--- config.mk ---
export PLATFORM = sky130hd
export DESIGN_NAME = interruptMaskRegister
export DESIGN_NICKNAME = d
export VERILOG_FILES = /design/src/mcuPkg.sv /design/src/interruptMaskRegister.sv
export VERILOG_INCLUDE_DIRS = /design/src
export SDC_FILE = /design/constraint.sdc
export NUM_CORES = 1
export LEC_CHECK = 0
export ABC_AREA = 1
export BUFFER_PORTS_ARGS = -buffer_cell sky130_fd_sc_hd__buf_4
export CAP_MARGIN = 20
export CORE_ASPECT_RATIO = 1.5
export CORE_MARGIN = 1.5
export CORE_UTILIZATION = 30
export DETAILED_ROUTE_END_ITERATION = 6
export PLACE_DENSITY = 0.66
export SLEW_MARGIN = 30
export SYNTH_ARGS = -nofsm -noshare
export SYNTH_HDL_FRONTEND = slang
export SYNTH_SLANG_ARGS = --single-unit
--- constraint.sdc ---
create_clock -name CLK -period 1.9 [get_ports CLK]
set_input_delay 0.285 -clock CLK [delete_from_list [all_inputs] [get_ports CLK]]
set_output_delay 0.285 -clock CLK [all_outputs]
set_load 0.01 [all_outputs]
--- src/mcu_params.svh ---
`ifndef MCU_PARAMS_SVH
`define MCU_PARAMS_SVH

// Data RAM word address width, RAM sits at 0x0000 up to 0x1FFF
`define MCU_RAM_AW 13

// Boot ROM base and its word address width (32 words)
`define MCU_ROM_BASE 16'hE000
`define MCU_ROM_AW 5

// GPIO window, two words selected by address bit 0
`define MCU_GPIO_BASE 16'hF000

// Interrupt unit, four registers selected by address bits 1:0
`define MCU_INT_BASE 16'hF010

// Maskable interrupt sources 1 to 7
`define MCU_INT_COUNT 7

// Interrupt unit register indices
`define MCU_INT_REG_PENDING 2'd0
`define MCU_INT_REG_MASK 2'd1
`define MCU_INT_REG_ACTIVE 2'd2

`endif
--- src/mcuPkg.sv ---
package mcuPkg;

	// CPU address, one 16-bit word
	typedef logic [15:0] addrT;

	// CPU data word
	typedef logic [15:0] dataT;

	// Maskable sources 1 to 7, bit 0 holds source 1
	typedef logic [6:0] intVecT;

endpackage

--- src/interruptMaskRegister.sv ---
`timescale 1ns/1ps
`include "mcu_params.svh"

module interruptMaskRegister import mcuPkg::*; (
	input logic CLK,
	input logic arstN,
	input logic intRd,
	input logic intWr,
	input logic [1:0] intAddr,
	input dataT intDin,
	input intVecT intS,
	output dataT intDout,
	output logic int1
);

	localparam int padWidth = 16 - `MCU_INT_COUNT;

	intVecT pending;
	intVecT mask;
	intVecT active;
	intVecT clearBits;
	dataT regValue;

	assign active = pending & mask;

	// Write one to clear
	assign clearBits = (intWr && intAddr == `MCU_INT_REG_PENDING) ?
		intDin[`MCU_INT_COUNT-1:0] : '0;

	// A source that is high wins over a clear in the same cycle
	always_ff @(posedge CLK or negedge arstN) begin
		if (!arstN) begin
			pending <= '0;
		end else begin
			pending <= (pending & ~clearBits) | intS;
		end
	end

	always_ff @(posedge CLK or negedge arstN) begin
		if (!arstN) begin
			mask <= '0;
		end else if (intWr && intAddr == `MCU_INT_REG_MASK) begin
			mask <= intDin[`MCU_INT_COUNT-1:0];
		end
	end

	// Combined request, one cycle behind the active bits
	always_ff @(posedge CLK or negedge arstN) begin
		if (!arstN) begin
			int1 <= 1'b0;
		end else begin
			int1 <= |active;
		end
	end

	// Register read decode
	always_comb begin
		case (intAddr)
			`MCU_INT_REG_PENDING: regValue = {{padWidth{1'b0}}, pending};
			`MCU_INT_REG_MASK: regValue = {{padWidth{1'b0}}, mask};
			`MCU_INT_REG_ACTIVE: regValue = {{padWidth{1'b0}}, active};
			default: regValue = '0;
		endcase
	end

	assign intDout = intRd ? regValue : '0;

endmodule

# After elaboration in Yosys (flattened, before gate mapping)
# Index checks and enable logic that the tools add are counted.
# Widths: inputs -> output; s select.
[word_totals] n_memories=0 wordCells=16 mem_bits_rw=0 rom_bits=0 regBits=15 latch_bits=0
[classes] n_div=0 reduce_logical=4 addsub=0 shift=0 muxes=3 order_cmp=0 multipliers=0 eq_ne=2 n_bitwise=4
[ops] op="$pmux 7 s3" count=1
[ops] op="$and 7x7->7" count=2
[ops] op="$mux 7" count=2
[ops] op="$not 7->7" count=1
[ops] op="$or 7x7->7" count=1
[ops] op="$reduce_or 7->1" count=1
[ops] op="$eq 2x1->1 const B" count=1
[ops] op="$eq 2x2->1 const B" count=1
[ops] op="$logic_and 1x1->1" count=2
[ops] op="$logic_not 2->1" count=1

# Depth between registers and ports, before layout
[depth] ltp_word=6 ltp_mapped=5 depth_no_buf=5

# Worst setup path after synthesis
# OpenSTA, ideal clock, no wires.
[synth_path] path_type="input port to output port" startpoint="in intAddr[1]" endpoint="out intDout[0]" cell_stages=4 required_ns=1.615 path_slack_ns=0.842 t_arrival_ns=0.773 cell_sequence="nor2_4 > buf_6 > nor2_1 > nor2_1"
[synth_between] elab_chain_cells=3 elab_cells_between_ends=5 cone_classes="2 x eq/ne; 2 x mux; 1 x reduce/logical"
[synth_rtl] item="start: declaration" line_no="interruptMaskRegister.sv:9" rtl="input logic [1:0] intAddr,"
[synth_rtl] item="$eq 2x2->1 (tied with other cells)" line_no="interruptMaskRegister.sv:58" rtl="case (intAddr)"
[synth_rtl] item="$pmux 7 s3 (*)" line_no="interruptMaskRegister.sv:58"
[synth_rtl] item="$mux 7 (*)" line_no="interruptMaskRegister.sv:66" rtl="assign intDout = intRd ? regValue : '0;"
[synth_rtl] item="end: declaration" line_no="interruptMaskRegister.sv:12" rtl="output dataT intDout,"
# Every way passes the cells marked *; elsewhere a longest branch is shown, timed or not.

# Worst setup path after layout
[layout_path] startpoint="in intAddr[0]" endpoint="out intDout[1]"
# Same word-level chain as after synthesis.

==> run metrics <==
clock skew=0.00295 ns; Worst-Skew Late Latency=0.25 ns; Die X=48.0 um; first-pass GRT wire length=approximately 3.2 mm; clk sinks=15; multi-input logic area=between 400 and 500 sq um; largest cells by area after synthesis=dfrtp_1 41%, nand2_1 28%, buf_4 7.4%; Main synth FF type=dfrtp_1; Tmin final=1.35 ns; post-synth top area cell=dfrtp_1; Syn Area/Cell=6.95 sq um; Clock transition at path regs=~0.060 ns; post-synthesis sequential area ratio=~41%; RSZ-0062 raised after global routing=false; Critical Path RT=1.62 ns; synth unique cells=16; metal3 WL=105 um; CTS Root Cell=clkbuf_8; top-count cell post-synth=nand2_1; GP Congestion=0.798; n_diodes=0; worst path bufs/invs=2; # IOs=46; Core Area=2910 sq um; DP HPWL=between 1 and 1.5 mm; Area Overhead vs Synth=27.7%; Hold Crit Start=intS[1]; PnR worst setup slack=0.546 ns; CP max stage delay=0.31 ns; drt pass-1 iters=4; Async SR Flop Fraction=100%; TritonCTS Buffers=3; worst reg2reg setup slack=1.12 ns; layout cell share with drive strength beyond 1=25.0%; Fin. Hold Viols=0; WL met2=952 um; DP Cell Count=around 190; switching power total=0.000237 W; # setup viols final=0; critical path startpoint=intAddr[0]; register area=~380 sq um; Die Y=between 70 and 80 um; routed length per instance=9.63 um; drt total wl=approximately 1.9 mm; via count=830; Critical Path Sink=intDout[1]; CTS tree=built; Cells after Synth=131; Reg-to-Reg Start=mask[6]; Max Fclk=approximately 740 MHz; r2r worst-path depth=4; top sig layer=met4; PwrDens=about 700 nW/um^2; Static Leakage=0.664 nW; post-layout utilization of the core=between 30% and 40%; WP depth=5; # DRC=0; Fin Setup TNS=0 ns; maximum clock path buffer count=2; largest delay contributor family on the critical path=simple AND/OR/NAND/NOR gates; Power, Total=0.000824 W; Worst VDD drop=0.353 mV; drt initial violations=25; antenna-violating nets left=0; Post-CTS Resized=0; post-synth top area share=roughly two fifths; post-route insts no fill=199; status=finished, final reports clean; worst-path fanout max=14; Final Slew Violations=0; CP Capture Type=output port; crit path cell chain=buf_4, nor2_4, nor2_1, nor2_1, buf_4; Ys Warns=0; Filler cells=around 330; Switching Share=28.7%; share of power burned in registers=45.4%; CP Launch Type=primary input; Final Cycle Share=71.2%; die area=3380 sq um; largest net degree at the start of global routing=16; EDFF count, synth=0; WP data arrival=between 1 and 1.5 ns; Congestion Overflow GR=0; Place WS=0.523 ns; top post-synthesis cells by count=67 x nand2_1, 15 x dfrtp_1, 14 x nor2_1; initial antenna violation count=0; combinational share of power=23.3%; routed vias/inst=approximately 4.2; P_int=0.000587 W; Rows=24; Overall Global Routing Usage=13.4%; flops & latches, synth=15; RR Endpoint=int1; Slowest cell on crit path=nor2_4; starting density of the core=approximately 31%; max cap viols=0; mapped cell area=911 sq um; Hold Path Class=primary input to flop; CTS H-Tree Depth=1; vias in the first global route=790; port bufs=27; M1 wire length=794 um; final net count=190; Clk network pwr share=31.3%; CP Class=primary input to output port
==> power groups by stage <==
stage	registers, W	clock network (W)	logic [W]
3_3_place_gp	0.000378	0	0.000191
4_1_cts	0.000374	0.000269	0.000196
2_1_floorplan	0.000376	0	0.000127
5_1_grt	0.000379	0.000284	0.000221
6_report	0.000374	0.000258	0.000192
3_5_place_dp	0.000380	0	0.000193
==> through the flow <==
step | area (sq um) | hold slack [ns]
2_1_floorplan | 941 | -0.0106
4_1_cts | 1160 | 0.211
6_report | 1160 | 0.214
3_3_place_gp | 1110 | 0.149
5_1_grt | 1160 | 0.216
3_5_place_dp | 1110 | 0.154
==> cell type report <==
| type | count | area share (%) |
|---|---|---|
| multi-input combinational | 102 | 37.4 |
| timing repair buffer | 28 | 18.3 |
| clock buffer | 4 | 3.87 |
| inverter | 11 | 3.98 |
| sequential | 15 | 32.3 |
| tap | 39 | 4.19 |
==> registers in the layout, summed over array words and instances (netlist names) <==
register  cells
pending       7
mask          7
int1          1
==> cells in the final DEF, fill, tap and decap left out <==
cell type and count:
inv_1 9, conb_1 9, clkbuf_8 3, dfrtp_1 15, nand3_4 1, nand2_2 1
clkinv_4 1, buf_4 27, nand3_1 4, nor2_1 14, nor2_4 1, nand2_1 67
dlygate4sd3_1 1, nand3_2 3, clkbuf_1 1, inv_2 1, nor2_2 2
==> worst reg2reg max path, cell delays in order (launching register included) <==
cell	delay, ns
dfrtp_1	0.40
nand2_1	0.07
nand2_1	0.05
nor2_1	0.10
nand2_1	0.05
==> routing by layer <==
metal  global-route usage [%]  vias up
li1                         -      427
met5                        0        -
met1                     14.8      368
met2                     22.1       30
met4                     9.01        0
met3                     1.81        5
==> worst min path at each step <==
stage	endpoint	slack (ns)	cells past startpoint
3_3_place_gp	pending[2]	0.15	1
6_report	pending[1]	0.21	3
3_5_place_dp	pending[2]	0.15	1
2_1_floorplan	int1	-0.01	0
4_1_cts	pending[6]	0.21	3
5_1_grt	pending[0]	0.22	3
==> cell families (layout without fill, tap and decap cells) <==
group | count (synthesis) | after routing | synth area share (%)
buffers and inverters | 22 | 43 | 14.3
and+or+nand+nor | 93 | 93 | 44.1
other | 1 | 9 | 0.412
DFF | 15 | 15 | 41.2
==> repair_timing <==
action	CTS	global route
buffers inserted	0	0
endpoints found under the hold margin	15	0
hold buffers	1	0
Note: power is estimated with default switching activity, not from simulation.
