--- src/mcu_params.svh ---
`ifndef MCU_PARAMS_SVH
`define MCU_PARAMS_SVH

// Data RAM word address width, RAM sits at 0x0000 up to 0x1FFF
`define MCU_RAM_AW 13

// Boot ROM base and its word address width (32 words)
`define MCU_ROM_BASE 16'hE000
`define MCU_ROM_AW 5

// GPIO window, two words selected by address bit 0
`define MCU_GPIO_BASE 16'hF000

// Interrupt unit, four registers selected by address bits 1:0
`define MCU_INT_BASE 16'hF010

// Maskable interrupt sources 1 to 7
`define MCU_INT_COUNT 7

// Interrupt unit register indices
`define MCU_INT_REG_PENDING 2'd0
`define MCU_INT_REG_MASK 2'd1
`define MCU_INT_REG_ACTIVE 2'd2

`endif
--- src/mcuPkg.sv ---
package mcuPkg;

	// CPU address, one 16-bit word
	typedef logic [15:0] addrT;

	// CPU data word
	typedef logic [15:0] dataT;

	// Maskable sources 1 to 7, bit 0 holds source 1
	typedef logic [6:0] intVecT;

endpackage

--- src/memoryMapper.sv ---
`timescale 1ns/1ps
`include "mcu_params.svh"

module memoryMapper import mcuPkg::*; (
	input logic CLK,
	input logic arstN,

	// CPU side
	input addrT addr,
	input logic rdN,
	input logic wr0N,
	input logic wr1N,
	output dataT cpuDin,

	// Read sources
	input dataT busDin,
	input dataT romQ,
	input dataT ramQ,
	input dataT intDout,
	input dataT gpioIn,

	// RAM control
	output logic ramEn,
	output logic ramWe,
	output logic [1:0] byteEn,

	// Interrupt unit control
	output logic intRd,
	output logic intWr,
	output logic [1:0] intAddr,

	// GPIO control
	output logic gpioRd,
	output logic gpioWr,
	output logic gpioAddr
);

	localparam addrT romBase = `MCU_ROM_BASE;
	localparam addrT gpioBase = `MCU_GPIO_BASE;
	localparam addrT intBase = `MCU_INT_BASE;

	logic rdCycle;
	logic wrCycle;
	logic ramSel;
	logic romSel;
	logic gpioSel;
	logic intSel;
	dataT otherData;
	dataT readReg;
	logic srcRam;

	assign rdCycle = !rdN;
	assign wrCycle = !wr0N || !wr1N;

	// Region decode
	assign ramSel = addr[15:`MCU_RAM_AW] == '0;
	assign romSel = addr[15:`MCU_ROM_AW] == romBase[15:`MCU_ROM_AW];
	assign gpioSel = addr[15:1] == gpioBase[15:1];
	assign intSel = addr[15:2] == intBase[15:2];

	// RAM strobes, byte lanes follow the write strobes
	assign ramEn = ramSel && (rdCycle || wrCycle);
	assign ramWe = ramSel && wrCycle;
	assign byteEn = {!wr1N, !wr0N};

	assign intRd = intSel && rdCycle;
	assign intWr = intSel && wrCycle;
	assign intAddr = addr[1:0];

	assign gpioRd = gpioSel && rdCycle;
	assign gpioWr = gpioSel && wrCycle;
	assign gpioAddr = (gpioRd || gpioWr) && addr[0];

	// Non-RAM source for the current read
	always_comb begin
		if (intSel) begin
			otherData = intDout;
		end else if (romSel) begin
			otherData = romQ;
		end else if (gpioSel) begin
			otherData = gpioIn;
		end else begin
			otherData = busDin;
		end
	end

	// Captured at the same edge where the RAM registers its word
	always_ff @(posedge CLK or negedge arstN) begin
		if (!arstN) begin
			readReg <= '0;
			srcRam <= 1'b0;
		end else if (rdCycle) begin
			readReg <= otherData;
			srcRam <= ramSel;
		end
	end

	assign cpuDin = srcRam ? ramQ : readReg;

endmodule

--- config.mk ---
export PLATFORM = sky130hd
export DESIGN_NAME = memoryMapper
export DESIGN_NICKNAME = d
export VERILOG_FILES = /design/src/mcuPkg.sv /design/src/memoryMapper.sv
export VERILOG_INCLUDE_DIRS = /design/src
export SDC_FILE = /design/constraint.sdc
export NUM_CORES = 1
export LEC_CHECK = 0
export ABC_CLOCK_PERIOD_IN_PS = 2400
export BUFFER_PORTS_ARGS = -buffer_cell sky130_fd_sc_hd__buf_2
export CAP_MARGIN = 20
export CORE_MARGIN = 8
export CORE_UTILIZATION = 30
export CTS_CLUSTER_SIZE = 8
export DETAILED_ROUTE_END_ITERATION = 16
export HOLD_SLACK_MARGIN = 0.02
export PLACE_DENSITY = 0.69
export SLEW_MARGIN = 25
export SYNTH_ARGS = -nofsm -noshare
export SYNTH_HDL_FRONTEND = slang
export SYNTH_SLANG_ARGS = --single-unit
--- constraint.sdc ---
create_clock -name CLK -period 2.4 [get_ports CLK]
set_clock_uncertainty 0.1 [all_clocks]
set_input_delay 0.48 -clock CLK [delete_from_list [all_inputs] [get_ports CLK]]
set_output_delay 0.48 -clock CLK [all_outputs]
set_load 0.02 [all_outputs]
### Yosys cells after proc, flatten, opt, wreduce, memory -nomap -nowiden

Cells that the tools add are included.

* eq/ne operators: 3
* muxes and demuxes: 4
* reductions and logical operators: 14

Operator list (count)
* $mux W16: 4
* $eq A15 B15 Y1 const B: 1
* $eq A14 B14 Y1 const B: 1
* $eq A11 B11 Y1 const B: 1
* $logic_and A1 B1 Y1: 7
* $logic_not A1 Y1: 3
* $logic_not A3 Y1: 1
* $logic_or A1 B1 Y1: 3

* flip-flop bits (word level): 17
* output and inout port bits: 27
* word-level logic and storage cells: 23

### Depth between registers and ports, before layout

* word-level depth: 5
* gate-level depth with buffers: 6
* mapped depth without buffers: 4

### Worst setup path after synthesis

Ideal clock, no wire load.

* kind: input to output
* start: in addr[3]
* end: out intWr
* arrival time: 2.012 ns
* slack: -0.192 ns
* cell stages on the path: 5
* path buffers: 1
* cell sequence: nor4b_2 -> clkbuf_1 -> nand2_1 -> or2_2 -> a21oi_1

* word-level cells in the longest chain between the ends: 2

RTL lines
* start: declaration: line memoryMapper.sv:9 `input addrT addr,`
* $eq A14 B14 Y1: line memoryMapper.sv:59 `assign intSel = addr[15:2] == intBase[15:2];`
* $logic_and A1 B1 Y1: line memoryMapper.sv:67 `assign intWr = intSel && wrCycle;`
* end: declaration: line memoryMapper.sv:29 `output logic intWr,`

Every way passes these cells.

### Worst setup path after layout

* start: in addr[9]
* end: out intWr

Same word-level chain as after synthesis.

==> impl_metrics.py <==
metrics = {
    "clock_tree": {
        "clockBufferDepth": 2,
        "htreeDepth": 1,
        "clk_pin_slew_worst_paths_ps": 70,
        "post-cts-setup-buffers": 0,
        "insertion_delay_ps": 250,
        "numCtsBuffers": 3,
        "clockRootBuffer": "clkbuf_8",
        "post_cts_resized": 0,
        "cts_hold_buf": 0,
        "cts.sinks": 17,
        "cts_tree": "yes",
    },
    "global_route": {
        "antenna_found_initial": 0,
        "first_global_vias": 2482,
        "track_usage_pct": 15.80,
        "grt_pass1_wl_um": 11610,
        "grt.overflow.total": 0,
        "grt_start_max_net_pins": 33,
    },
    "finish": {
        "n_antenna_cell": 0,
        "layout_common_cells": "buf_2 (127), o21ai_0 (33), o211ai_1 (21)",
        "fillerInstances": 628,
        "multi_input_area_sq_um": 1358,
        "syn2layout_area_growth_pct": 42.70,
        "layout_commonest_cell": "buf_2",
        "drive_gt1_share_pct": 52.85,
        "regArea_sq_um": 425.4,
        "finalNetCount": 435,
    },
    "logic_synthesis": {
        "synth-seq-cells": 17,
        "synth_edf_count": 0,
        "yosys_most_used_dff": "dfrtp_1",
        "synthTopCellsByArea": "dfrtp_1 (23%), mux2_2 (9.6%), o21ai_0 (8.8%)",
        "synth.area.mux_share_pct": 9.594,
        "synth_top_area_share_pct": 22.65,
        "yosysTopAreaCell": "dfrtp_1",
        "syn_nets": 315,
        "ys_types": 33,
        "syn_inst": 214,
        "async_reset_ff_share_pct": 100.0,
        "synth_top_family_by_area": "compound AO/OA/AOI/OAI gates",
        "synth-compound-area-share_pct": 41.84,
        "synth_xor_area_share_pct": 0,
        "ys_seq_area_share_pct": 22.65,
        "syn_area_per_cell_sq_um": 8.776,
        "yosys_warnings": 0,
        "syn-cell-area_sq_um": 1878,
        "synth-simple-area-share_pct": 19.85,
        "synthAdderAreaFrac_pct": 0,
    },
    "floorplanning": {
        "dieArea_sq_um": 9048,
        "placementRows": 29,
        "ios": 128,
        "die_x_um": 95.12,
        "die_h_um": 95.12,
        "core_region_area_sq_um": 6205,
        "start_util_pct": 30.27,
    },
    "critical_path": {
        "startpoint_type": "primary input",
        "cp.required_ps": 1820,
        "path_class": "in -> out",
        "critPathArrivalTime_ps": 1710,
        "endpoint_kind": "output pin",
        "crit_path_max_fanout": 3,
    },
    "sta": {
        "slew_headroom_pct": 70.77,
        "clock.fmax_mhz": 437.0,
        "fin_tns_setup_ps": 0,
        "fin_ws_ps": 111.6,
        "worst_pin_slew_ps": 438.4,
        "finalSetupViolCount": 0,
        "period_minus_slack_ps": 2288,
        "slew_viol_final": 0,
        "rsz0062_at_grt": "no",
        "fin_crit_sh_pct": 95.35,
        "hold_viol_final": 0,
    },
    "routing": {
        "dr.pass1.iters": 4,
        "drc": 0,
        "drtIter0Drc": 73,
        "via_per_inst": 5.561,
        "routed_wirelength_um": 7375,
        "antenna_left": 0,
        "vias": 2280,
        "wl_per_cell_um": 17.99,
    },
    "place": {
        "port_buffers": 127,
        "pre_cts_ws_ps": 102.0,
        "place_congestion": 0.7927,
        "dp_hpwl_um": 5570,
    },
    "flow_run": {
        "drv_cap": 0,
    },
    "hold_path": {
        "hold_path.class": "in -> async",
    },
    "power_and_ir_drop": {
        "p_leak_nw": 1.189,
        "power_w": 0.0009844,
        "ir_drop_uv": 180.6,
        "cellPowerDensity_nw_per_um2": 367.3,
    },
    "status": {
        "outcome": "finished, final reports clean",
    },
}
Yosys cell counts (2+ instances only):
library cell / count
a21oi_1: 4
a2bb2oi_1: 16
a32o_1: 15
buf_4: 2
buf_6: 2
clkbuf_1: 16
dfrtp_1: 17
inv_1: 2
mux2_2: 16
nand2_1: 5
nand2b_1: 16
nor2_1: 5
nor2b_1: 17
o211ai_1: 21
o211ai_2: 10
o21ai_0: 33
flip-flops by register name, summed over array words and instances (netlist names):
name,count
srcRam,1
readReg,16
stage by stage:
step	hold slack, ps	instance area, sq um	utilization [%]	std cells
2_1_floorplan	84.41	1893	-	214
3_3_place_gp	335.2	2635	42.47	406
3_5_place_dp	341.6	2635	42.47	406
4_1_cts	63.56	2680	43.19	410
5_1_grt	69.81	2680	43.19	410
6_report	59.55	2680	43.19	410
per-layer routing:
layer / GRT usage [%] / vias up / wire [um] / part of all wire [%]
li1: - / 1082 / - / -
met1: 17.66 / 1085 / 2824 / 38
met2: 28.83 / 107 / 3763 / 51
met3: 3.780 / 6 / 713 / 9.7
met4: 4.681 / 0 / 73 / 0.99
met5: 0 / - / 0 / 0
area by class of cell:
class | instances | share of cell area [%]
Clock buffer | 4 | 1.681
Inverter | 2 | 0.2801
Multi-Input combinational cell | 173 | 50.65
Sequential cell | 17 | 15.87
Tap cell | 77 | 3.595
Timing Repair Buffer | 137 | 27.92
cells by family (layout without fill, tap and decap cells):
| group | count (synthesis) | count (layout) |
|---|---|---|
| simple gates | 55 | 55 |
| compound gates | 102 | 102 |
| buf+inv | 24 | 143 |
| flops | 17 | 17 |
| mux | 16 | 16 |
power by group:
part / total [W] / switching (W) / leakage (nW) / internal, W
Combinational: 0.000429 / 0.000218 / 0.968 / 0.000211
Clock: 0.000220 / 0.000103 / 0.0228 / 0.000118
Sequential: 0.000335 / 0.0000188 / 0.199 / 0.000316
worst max-delay path: stages:
cell	delay, ps
buf_2	120
nor4b_4	370
nand4_4	140
or2_2	340
a21oi_2	100
buf_2	170
final timing paths:
check,startpoint,to,slack (ps),depth (start not counted)
min,arstN,readReg[12]$_DFFE_PN0N_,60,1
max in group asynchronous,arstN,readReg[3]$_DFFE_PN0N_,1830,1
max reg2reg,readReg[6]$_DFFE_PN0N_,readReg[6]$_DFFE_PN0N_,1410,3
min in group CLK,gpioIn[9],readReg[9]$_DFFE_PN0N_,410,3
min reg2reg,readReg[8]$_DFFE_PN0N_,readReg[8]$_DFFE_PN0N_,490,3
max,addr[9],intWr,110,6
No activity file was read; power rests on OpenSTA's default activity.
