### src/mcu_params.svh
`ifndef MCU_PARAMS_SVH
`define MCU_PARAMS_SVH

// Data RAM word address width, RAM sits at 0x0000 up to 0x1FFF
`define MCU_RAM_AW 13

// Boot ROM base and its word address width (32 words)
`define MCU_ROM_BASE 16'hE000
`define MCU_ROM_AW 5

// GPIO window, two words selected by address bit 0
`define MCU_GPIO_BASE 16'hF000

// Interrupt unit, four registers selected by address bits 1:0
`define MCU_INT_BASE 16'hF010

// Maskable interrupt sources 1 to 7
`define MCU_INT_COUNT 7

// Interrupt unit register indices
`define MCU_INT_REG_PENDING 2'd0
`define MCU_INT_REG_MASK 2'd1
`define MCU_INT_REG_ACTIVE 2'd2

`endif
### src/mcuPkg.sv
package mcuPkg;

	// CPU address, one 16-bit word
	typedef logic [15:0] addrT;

	// CPU data word
	typedef logic [15:0] dataT;

	// Maskable sources 1 to 7, bit 0 holds source 1
	typedef logic [6:0] intVecT;

endpackage

### src/bootRom.sv
`timescale 1ns/1ps

module bootRom import mcuPkg::*; (
	input logic [4:0] romAddr,
	output dataT romQ
);

	// Fixed boot image
	always_comb begin
		case (romAddr)
			5'd0: romQ = 16'h3C00;
			5'd1: romQ = 16'h0E20;
			5'd2: romQ = 16'hA5F0;
			5'd3: romQ = 16'h1234;
			5'd4: romQ = 16'h4B0D;
			5'd5: romQ = 16'hC0DE;
			5'd6: romQ = 16'h7F81;
			5'd7: romQ = 16'h0001;
			5'd8: romQ = 16'hE010;
			5'd9: romQ = 16'h5A5A;
			5'd10: romQ = 16'h8000;
			5'd11: romQ = 16'h2468;
			5'd12: romQ = 16'h9BCF;
			5'd13: romQ = 16'h0F0F;
			5'd14: romQ = 16'hF00D;
			5'd15: romQ = 16'h6C3A;
			5'd16: romQ = 16'h1357;
			5'd17: romQ = 16'hBEEF;
			5'd18: romQ = 16'h4000;
			5'd19: romQ = 16'hD2B4;
			5'd20: romQ = 16'h0A0B;
			5'd21: romQ = 16'h77E1;
			5'd22: romQ = 16'h3001;
			5'd23: romQ = 16'hFFFE;
			5'd24: romQ = 16'h8421;
			5'd25: romQ = 16'h2C7D;
			5'd26: romQ = 16'h6E00;
			5'd27: romQ = 16'h1F3B;
			5'd28: romQ = 16'hA001;
			5'd29: romQ = 16'h55AA;
			5'd30: romQ = 16'h0C95;
			default: romQ = 16'hE000;
		endcase
	end

endmodule

### config.mk
export PLATFORM = sky130hd
export DESIGN_NAME = bootRom
export DESIGN_NICKNAME = d
export VERILOG_FILES = /design/src/mcu_params.svh /design/src/mcuPkg.sv /design/src/bootRom.sv
export SDC_FILE = /design/constraint.sdc
export NUM_CORES = 1
export LEC_CHECK = 0
export ABC_CLOCK_PERIOD_IN_PS = 2600
export BUFFER_PORTS_ARGS = -buffer_cell sky130_fd_sc_hd__clkbuf_2
export CAP_MARGIN = 20
export CORE_ASPECT_RATIO = 0.8
export CORE_UTILIZATION = 40
export DETAILED_ROUTE_END_ITERATION = 7
export PLACE_DENSITY = 0.58
export SKIP_LAST_GASP = 1
export SLEW_MARGIN = 30
export SYNTH_ARGS = -nofsm -noshare
export SYNTH_HDL_FRONTEND = slang
export SYNTH_SLANG_ARGS = --single-unit
### constraint.sdc
create_clock -name vclk -period 2.6
set_clock_uncertainty 0.15 [all_clocks]
set_input_delay 0.52 -clock vclk [all_inputs]
set_output_delay 0.52 -clock vclk [all_outputs]
set_load 0.005 [all_outputs]
* Yosys cells after proc, flatten, opt, wreduce, memory -nomap -nowiden
Memory sizes are Yosys's and may differ from the RTL's.
Index checks and enable logic that the tools add are counted.
Widths: inputs -> output; s select.
** Cells by class
- Bitwise operators :: 0
- Multiply operators :: 0
- Div/mod/pow operators :: 0
- Equality and inequality tests :: 0
- Shift-type cells :: 0
- Magnitude comparators :: 0
- Add/sub/neg operators :: 0
- Reductions and logical operators :: 0
- Muxes and demuxes :: 0
** Storage, ports and cells
- Word-level logic and storage cells :: 1
- Register bits :: 0
- Memories kept :: 1
- Input port bits :: 5
- Latch bits :: 0
- ROM bits :: 512
- Memory bits (writable) :: 0
** Memories
- (no name shown) :: words 32, width 16, read ports 1, clocked after memory_dff 0, wr ports 0, RTL line bootRom.sv:10 : case (romAddr)

* Logic depth before layout (Yosys ltp)
Gate-level depths: netlist of the first run.
An unclocked memory read counts as a cell.
- Depth in word-level cells :: 1
- Mapped depth :: 6
- Gate-level depth less buffers :: 6

* Worst setup path before layout of the first run
No wires, ideal clock.
- Path kind :: input to output
- Start point :: input romAddr[0]
- End point :: output romQ[10]
- Data required time :: 1.930 ns
- Cell stages on the path :: 4
- Data arrival time :: 1.703 ns
- Slack :: 0.227 ns
- Cells stage by stage :: inv_1 ha_1 or2b_1 mux4_2
** Between the ends
- Cells in the longest elaborated chain, start to end :: 1
** RTL lines
- from (decl) :: RTL line bootRom.sv:4 : input logic [4:0] romAddr,
- $mem_v2 32x16
- to (decl) :: RTL line bootRom.sv:5 : output dataT romQ
No other way between the ends.

* Worst setup path after layout of the first run
- Start point :: input romAddr[1]
- End point :: output romQ[4]
The elaborated chain is that of the path after synthesis.

==> results of run 1 <==
layout make-up:
class              count  area, um2  share of cell area, %
multi-input cells    122      875.8                  76.09
well taps             25      31.28                  2.717
inverters              5      18.77                  1.630
repair buffers        37      225.2                  19.57
logic make-up (layout without fill, tap and decap cells):
group                    after synthesis  in the layout  synth area share, %
multiplexers                          13             13                20.05
adder cells (fa/ha/maj)                9              9                11.64
AO/OA/AOI/OAI                         43             43                27.68
AND/OR/NAND/NOR                       57             57                28.85
buffers and inverters                 19             42                11.77
report_power, final:
group          total [mW]  internal, mW  switching (mW)
sequential              0             0               0
combinational       0.216         0.102           0.115
clock                   0             0               0
worst paths after layout:
| path | startpoint | cells past startpoint | slack (ps) | end |
|---|---|---|---|---|
| worst min-delay path | romAddr[4] | 5 | 1480 | romQ[13] |
| worst max-delay path | romAddr[1] | 7 | 50 | romQ[4] |
placed cells by master (no fill, tap or decap):
cell type and count:
clkbuf_2 21, a21oi_1 16, buf_4 16, nor2_1 14, nand2_1 14, nand2b_1 10
o21ai_0 8, mux2i_1 7, nand3_1 5, mux4_2 5, nor3_1 5, a211oi_1 4
ha_1 4, ha_2 4, inv_2 3, o211ai_1 3, inv_1 2, a21o_1 2
nor3b_1 2, nor2b_1 2, a31oi_1 2, a311oi_1 2, nor2_2 1, o22a_1 1
o41ai_1 1, or3_1 1, o21ai_1 1, or2b_1 1, mux2_2 1, o21ai_2 1
and3_1 1, nand3b_1 1, a221oi_1 1, a311o_1 1, ha_4 1
critical path, cell delays in order:
cell and delay [ps]:
clkbuf_2 110, buf_4 150, ha_1 290, nand2_1 150, o21ai_2 60, mux4_2 460
clkbuf_2 120
routing by layer:
metal | up-vias | GRT usage [%] | share of wire, %
li1 | 567 | - | -
met1 | 535 | 31.93 | 47
met2 | 33 | 36.24 | 48
met3 | 0 | 0 | 4.6
met4 | 0 | 1.463 | 0
met5 | - | 0 | 0
per-stage QoR:
stage / util, % / power, mW / setup WS (ps) / TNS, ps
floorplan: - / 0.1432 / 227.2 / 0
global placement: 50.96 / 0.2096 / -16.18 / -16.18
detailed placement: 50.96 / 0.2104 / -3.298 / -3.298
CTS: 51.07 / 0.2120 / 22.72 / 0
global route: 51.98 / 0.2406 / -35.09 / -66.50
finish: 51.98 / 0.2165 / 50.59 / 0
what timing repair did:
action | CTS | global route
setup endpoints to repair | 1 | 8
gates resized for setup | 1 | 6
hold buffers | 0 | 0
==> results.yml, run 1 <==
critical_path:
  crit_fanout: 8
  startpoint_type: "input pin"
  required_ps: 1930
  worst_setup_path_end_kind: "output pin"
  worstSetupPathType: "input pin to output pin"
  arrival_ps: 1880
die:
  die_area_um2: 2620
  die_h_um: 45.98
  start_util_pct: 43.67
  row_count: 15
  die_w_um: 56.98
  ios: 21
  fp.coreArea_um2: 2215
global_routing:
  grt_overflow: 0
  grt_pass1_wl_um: 4464
  grt_pass1_vias: 906
  antenna_found_initial: 0
  grt_max_degree: 25
  grt.total_usage_pct: 21.32
power_and_ir_drop:
  max-vdd-ir-drop_mv: 0.06265
  power.leakage_nw: 0.5291
  p_per_area_nw_per_um2: 188.1
detailed_routing:
  routed_wl_um: 2786
  vias: 1135
  wire_per_inst_um: 14.74
  dr.pass1.iters: 6
  antenna_left: 0
  drt_iter0_drc: 65
  avgViaCountPerCell: 6.005
  drc: 2
placed_design:
  routabilityCongestion: 0.8481
  hpwl_um: 2067
  portBuffers: 21
  placed_area_um2: 1129
  dp.cells: 189
finish:
  stdcell_count: 189
  diodes: 0
  drive_gt1_share_pct: 32.32
  seq_cells: 0
  clkbuf_count: 0
  area_growth_pct: 19.02
  stdcell_area_um2: 1151
  final_nets: 180
  n_fill_cell: 238
  regArea_um2: 0
logic_synthesis:
  synth_nets: 155
  postSynthAreaPerCell_um2: 6.859
  ys_top_cells_by_area: "ha_1 (12%), mux4_2 (12%), a21oi_1 (8.3%), mux2i_1 (7.2%), nand2b_1 (6.5%)"
  synth.top_cell.area_share_pct: 11.64
  ys_seq_area_share_pct: 0
  synth_area_um2: 967.2
  synth_area_leader_cell: "ha_1"
  post-synth-top-count-cell: "a21oi_1"
  yosysUniqueCellTypes: 36
  syn_inst: 141
  synth_common_cells: "a21oi_1 (16), nand2_1 (14), nor2_1 (14)"
  yosysWarnings: 0
sta:
  relSlewSlack_pct: 67.73
  period_share_pct: 98.05
  setup_viol: 0
  fin_hold_ws_ps: 1476
  worstMarginPinSlew_ps: 484.1
  max_freq_mhz: 392.2
  rsz0062_at_grt: "true"
  maxSlewViolCount: 0
  min_period_ps: 2549
  hold_violations: 0
run_status:
  violations: "DRC"
  outcome: "finished, violations left"
clocking:
  postCtsSetupRepairBufs: 0
job:
  cap_violations: 0
min_path:
  hold_class: "input pin to output pin"
Power figures use the tool's default switching activity.
==> run 2, diff against run 1 <==
--- a/config.mk
+++ b/config.mk
@@ -9,6 +9,7 @@
 export BUFFER_PORTS_ARGS = -buffer_cell sky130_fd_sc_hd__clkbuf_2
 export CAP_MARGIN = 20
 export CORE_ASPECT_RATIO = 0.8
+export CORE_MARGIN = 2
 export CORE_UTILIZATION = 40
 export DETAILED_ROUTE_END_ITERATION = 7
 export PLACE_DENSITY = 0.58
==> run 2 against run 1 <==
Compared with the run above:
- the run still ends with DRC left
- worst setup slack got worse by 27 ps
- critical path depth stayed put
- hold slack worse by 6.6 ps
- via count increased by 0.88%
- combinational power up 3%
- maximum frequency down 1.0%
- wire length up 0.22%
- global-route usage shrank 0.52 points
- final cell count rose by 1.6%
- sequential share of layout area is the same
- non-clock buffer count is 3 higher
- critical path type unchanged
- critical endpoint unchanged
==> results.yml, run 2 (synthesis gave the netlist of run 1 again) <==
run_status:
  outcome: "finished, violations left"
  violations: "DRC"
die:
  ios: 21
  die_h_um: 47.98
  die_w_um: 58.98
  start_util_pct: 43.67
  fp.coreArea_um2: 2215
  die_area_um2: 2830
  row_count: 15
finish:
  regArea_um2: 0
  drive_gt1_share_pct: 31.74
  clkbuf_count: 0
  mostFrequentLayoutCells: "clkbuf_2 (21), buf_4 (17), a21oi_1 (16)"
  fin_util_pct: 53.56
  seq_cells: 0
  diodes: 0
  final_nets: 183
  stdcell_area_um2: 1186
  area_growth_pct: 22.64
  layout_commonest_cell: "clkbuf_2"
  n_fill_cell: 228
global_routing:
  grt_overflow: 0
  grt_pass1_wl_um: 4560
  grt_max_degree: 25
  antenna_found_initial: 0
  grt.total_usage_pct: 20.80
  grt_pass1_vias: 948
placed_design:
  hpwl_um: 2130
  portBuffers: 21
  placed_area_um2: 1176
  routabilityCongestion: 0.8192
power_and_ir_drop:
  power_frac_comb_pct: 100.0
  clkPwrFrac_pct: 0
  switching_power_mw: 0.1158
  swShare_pct: 52.03
  p_int_mw: 0.1068
  seqPwrFrac_pct: 0
  power.leakage_nw: 0.5559
  max-vdd-ir-drop_mv: 0.07204
  p_per_area_nw_per_um2: 187.7
  power_mw: 0.2226
sta:
  hold_violations: 0
  relSlewSlack_pct: 68.13
  min_period_ps: 2576
  tns_ps: 0
  maxSlewViolCount: 0
  rsz0062_at_grt: "true"
  setup_viol: 0
  max_freq_mhz: 388.2
  period_share_pct: 99.08
  worstMarginPinSlew_ps: 478.1
detailed_routing:
  drc: 1
  drt_iter0_drc: 82
  avgViaCountPerCell: 5.964
  dr.pass1.iters: 6
  routed_wl_um: 2792
  vias: 1145
  antenna_left: 0
  wire_per_inst_um: 14.54
critical_path:
  arrival_ps: 1910
  worst-path-buf-inv: 3
  cp_common_cell: "clkbuf_2"
  path_cells: "clkbuf_2, buf_4, ha_1, nand2_1, o21ai_2, mux4_2, clkbuf_2"
  worstSetupPathDepth: 7
  required_ps: 1930
  crit_path_max_incr_delay_ps: 470
  startpoint_type: "input pin"
  worst_setup_path_end_kind: "output pin"
  path_delay_family: "multiplexers"
  worstSetupPathType: "input pin to output pin"
  crit_fanout: 8
  crit_slowest_cell: "mux4_2"
  crit_start: "romAddr[1]"
min_path:
  holdPathStages: 5
  hp-start: "romAddr[0]"
  hold_class: "input pin to output pin"
clocking:
  postCtsHoldBufs: 0
  postCtsSetupRepairBufs: 0
job:
  cap_violations: 0
-- run 2: changes by cell type in the layout (fill, tap and decap cells not counted), sizes merged --
| cell | delta |
|---|---|
| buf | +3 |
-- run 2: area by class of cell --
class	count	area (um2)	share of cell area, %
well taps	25	31.28	2.637
inverters	5	18.77	1.582
repair buffers	40	272.8	23.00
multi-input cells	122	863.3	72.78
-- run 2: worst paths after layout --
kind,to
worst max-delay path,romQ[4]
worst min-delay path,romQ[5]
-- run 2: power groups by stage --
| stage | Sequential, mW | Clock (mW) | Combinational [mW] |
|---|---|---|---|
| 2_1_floorplan | 0 | 0 | 0.143 |
| 6_report | 0 | 0 | 0.223 |
| 3_3_place_gp | 0 | 0 | 0.218 |
| 4_1_cts | 0 | 0 | 0.222 |
| 3_5_place_dp | 0 | 0 | 0.220 |
| 5_1_grt | 0 | 0 | 0.247 |
-- run 2: timing repair --
action	CTS	global route
pin swaps	0	2
cloned	0	0
setup endpoints to repair	1	10
gates resized for setup	1	3
-- run 2: worst min-delay path, delay by kind of cell --
family                 cells  cell delay, ps
AOI/OAI and AO/OA          2             220
buffers and inverters      3             370
-- run 2: metrics by stage --
stage | instances | worst slack (ps) | hold WS, ps
after floorplan | 141 | 227.2 | 1074
after global routing | 192 | -33.73 | 1495
final | 192 | 23.84 | 1469
after detailed placement | 192 | -23.89 | 1465
after CTS | 192 | 15.48 | 1467
after global placement | 192 | -26.34 | 1460
-- run 2: layer usage --
| layer | global-route usage (%) | share of wire (%) | vias up | routed length, um |
|---|---|---|---|---|
| li1 | - | - | 570 | - |
| met1 | 32.70 | 50 | 539 | 1395 |
| met2 | 33.11 | 46 | 34 | 1275 |
| met3 | 0 | 3.6 | 2 | 100 |
| met4 | 1.818 | 0.75 | 0 | 21 |
| met5 | 0 | 0 | - | 0 |
==> run 3, diff against run 2 <==
--- a/config.mk
+++ b/config.mk
@@ -9,12 +9,13 @@
 export BUFFER_PORTS_ARGS = -buffer_cell sky130_fd_sc_hd__clkbuf_2
 export CAP_MARGIN = 20
 export CORE_ASPECT_RATIO = 0.8
-export CORE_MARGIN = 2
+export CORE_MARGIN = 5
 export CORE_UTILIZATION = 40
 export DETAILED_ROUTE_END_ITERATION = 7
 export PLACE_DENSITY = 0.58
+export SETUP_SLACK_MARGIN = 0.1
 export SKIP_LAST_GASP = 1
-export SLEW_MARGIN = 30
+export SLEW_MARGIN = 20
 export SYNTH_ARGS = -nofsm -noshare
 export SYNTH_HDL_FRONTEND = slang
 export SYNTH_SLANG_ARGS = --single-unit
==> run 3 against run 2 <==
Compared with the run above:
- the flow now finishes without violations
- wire length rose by 11%
- hold slack got worse by 100 ps
- core utilization rose by 1.0 points
- global-route usage down 2.2 points
- critical endpoint unchanged
- largest cell class unchanged
- highest routed layer is now met3
==> results.yml, run 3 (synthesis gave the netlist of run 1 again) <==
run_status:
  outcome: "complete, no violations"
min_path:
  hold_class: "input pin to output pin"
sta:
  min_period_ps: 2443
  hold_violations: 0
  max_freq_mhz: 409.3
  tns_ps: 0
  fin_hold_ws_ps: 1367
  maxSlewViolCount: 0
  rsz0062_at_grt: "false"
  relSlewSlack_pct: 66.62
  setup_viol: 0
  period_share_pct: 93.96
  worstMarginPinSlew_ps: 500.7
detailed_routing:
  antenna_left: 0
  drt_iter0_drc: 76
  wire_per_inst_um: 15.88
  vias: 1172
  avgViaCountPerCell: 5.980
  drc: 0
  dr.pass1.iters: 4
  routed_wl_um: 3113
finish:
  final_nets: 185
  diodes: 0
  area_growth_pct: 34.41
  clkbuf_count: 0
  fin_util_pct: 54.57
  stdcell_count: 196
  regArea_um2: 0
  mostFrequentLayoutCells: "buf_4 (20), clkbuf_2 (17), a21oi_1 (16)"
  seq_cells: 0
  drive_gt1_share_pct: 37.87
  n_fill_cell: 235
  layout_commonest_cell: "buf_4"
power_and_ir_drop:
  power_frac_comb_pct: 100.0
  max-vdd-ir-drop_mv: 0.07921
  clkPwrFrac_pct: 0
  power.leakage_nw: 0.5766
  seqPwrFrac_pct: 0
  p_per_area_nw_per_um2: 190.4
  switching_power_mw: 0.1263
  p_int_mw: 0.1212
  swShare_pct: 51.04
global_routing:
  grt_pass1_vias: 1063
  grt_overflow: 0
  grt_pass1_wl_um: 5244
  grt_max_degree: 27
  antenna_found_initial: 0
  grt.total_usage_pct: 18.60
clocking:
  postCtsHoldBufs: 0
die:
  ios: 21
  row_count: 16
  die_h_um: 53.98
  die_w_um: 64.98
  start_util_pct: 40.60
  fp.coreArea_um2: 2382
  die_area_um2: 3507
critical_path:
  startpoint_type: "input pin"
  crit_start: "romAddr[1]"
  crit_fanout: 7
  worst_setup_path_end_kind: "output pin"
  required_ps: 1930
  worstSetupEndpoint: "romQ[4]"
  arrival_ps: 1770
  worstSetupPathType: "input pin to output pin"
placed_design:
  dp.cells: 195
  portBuffers: 21
  hpwl_um: 2344
  routabilityCongestion: 0.8435
job:
  cap_violations: 0
[run 3: cell types whose count changed in the layout (fill, tap and decap cells not counted), sizes merged]
cell | before | now
clkbuf | 21 | 18
buf | 19 | 24
[run 3: worst min-delay path by stage]
stage,startpoint,cells past startpoint,to,slack [ps]
3_5_place_dp,romAddr[1],5,romQ[0],1420
3_3_place_gp,romAddr[0],4,romQ[2],1400
2_1_floorplan,romAddr[0],3,romQ[15],1070
5_1_grt,romAddr[1],5,romQ[13],1420
4_1_cts,romAddr[1],5,romQ[0],1420
6_report,romAddr[1],5,romQ[13],1370
[run 3: timing repair]
action                                  CTS  global route
setup buffers                             0             1
pin swaps                                 1             3
hold endpoints to repair                  0             0
gates resized for setup                  14            21
endpoints found under the setup margin   12            12
cloned                                    0             0
[run 3: per-stage QoR]
| step | power (mW) | setup WS, ps | cell area [um2] |
|---|---|---|---|
| after floorplan | 0.1432 | 227.2 | 967.2 |
| after CTS | 0.2298 | 105.6 | 1219 |
| after global placement | 0.2164 | -8.725 | 1161 |
| after global routing | 0.2730 | 98.81 | 1300 |
| final | 0.2475 | 157.0 | 1300 |
| after detailed placement | 0.2192 | -38.04 | 1161 |
[run 3: final cells by class]
| type | count | area (um2) | area share [%] |
|---|---|---|---|
| inverters | 5 | 26.28 | 2.021 |
| repair buffers | 42 | 299.0 | 23.00 |
| well taps | 27 | 33.78 | 2.599 |
| multi-input cells | 122 | 940.9 | 72.38 |
[run 3: critical path, stage by stage]
cell and delay (ps):
buf_12 110, buf_4 170, ha_4 190, nand2_1 120, o21ai_2 70, mux4_2 470, clkbuf_2 130
[run 3: power groups by stage]
stage | Combinational (mW) | Sequential (mW) | Clock [mW]
global route | 0.273 | 0 | 0
global placement | 0.216 | 0 | 0
detailed placement | 0.219 | 0 | 0
finish | 0.248 | 0 | 0
floorplan | 0.143 | 0 | 0
CTS | 0.230 | 0 | 0
[run 3: metal layers]
layer / vias up / wire, um / global-route usage, %
li1: 575 / - / -
met4: 0 / 0 / 1.754
met2: 30 / 1532 / 32.26
met3: 0 / 134 / 0.6263
met5: - / 0 / 0
met1: 567 / 1446 / 26.66
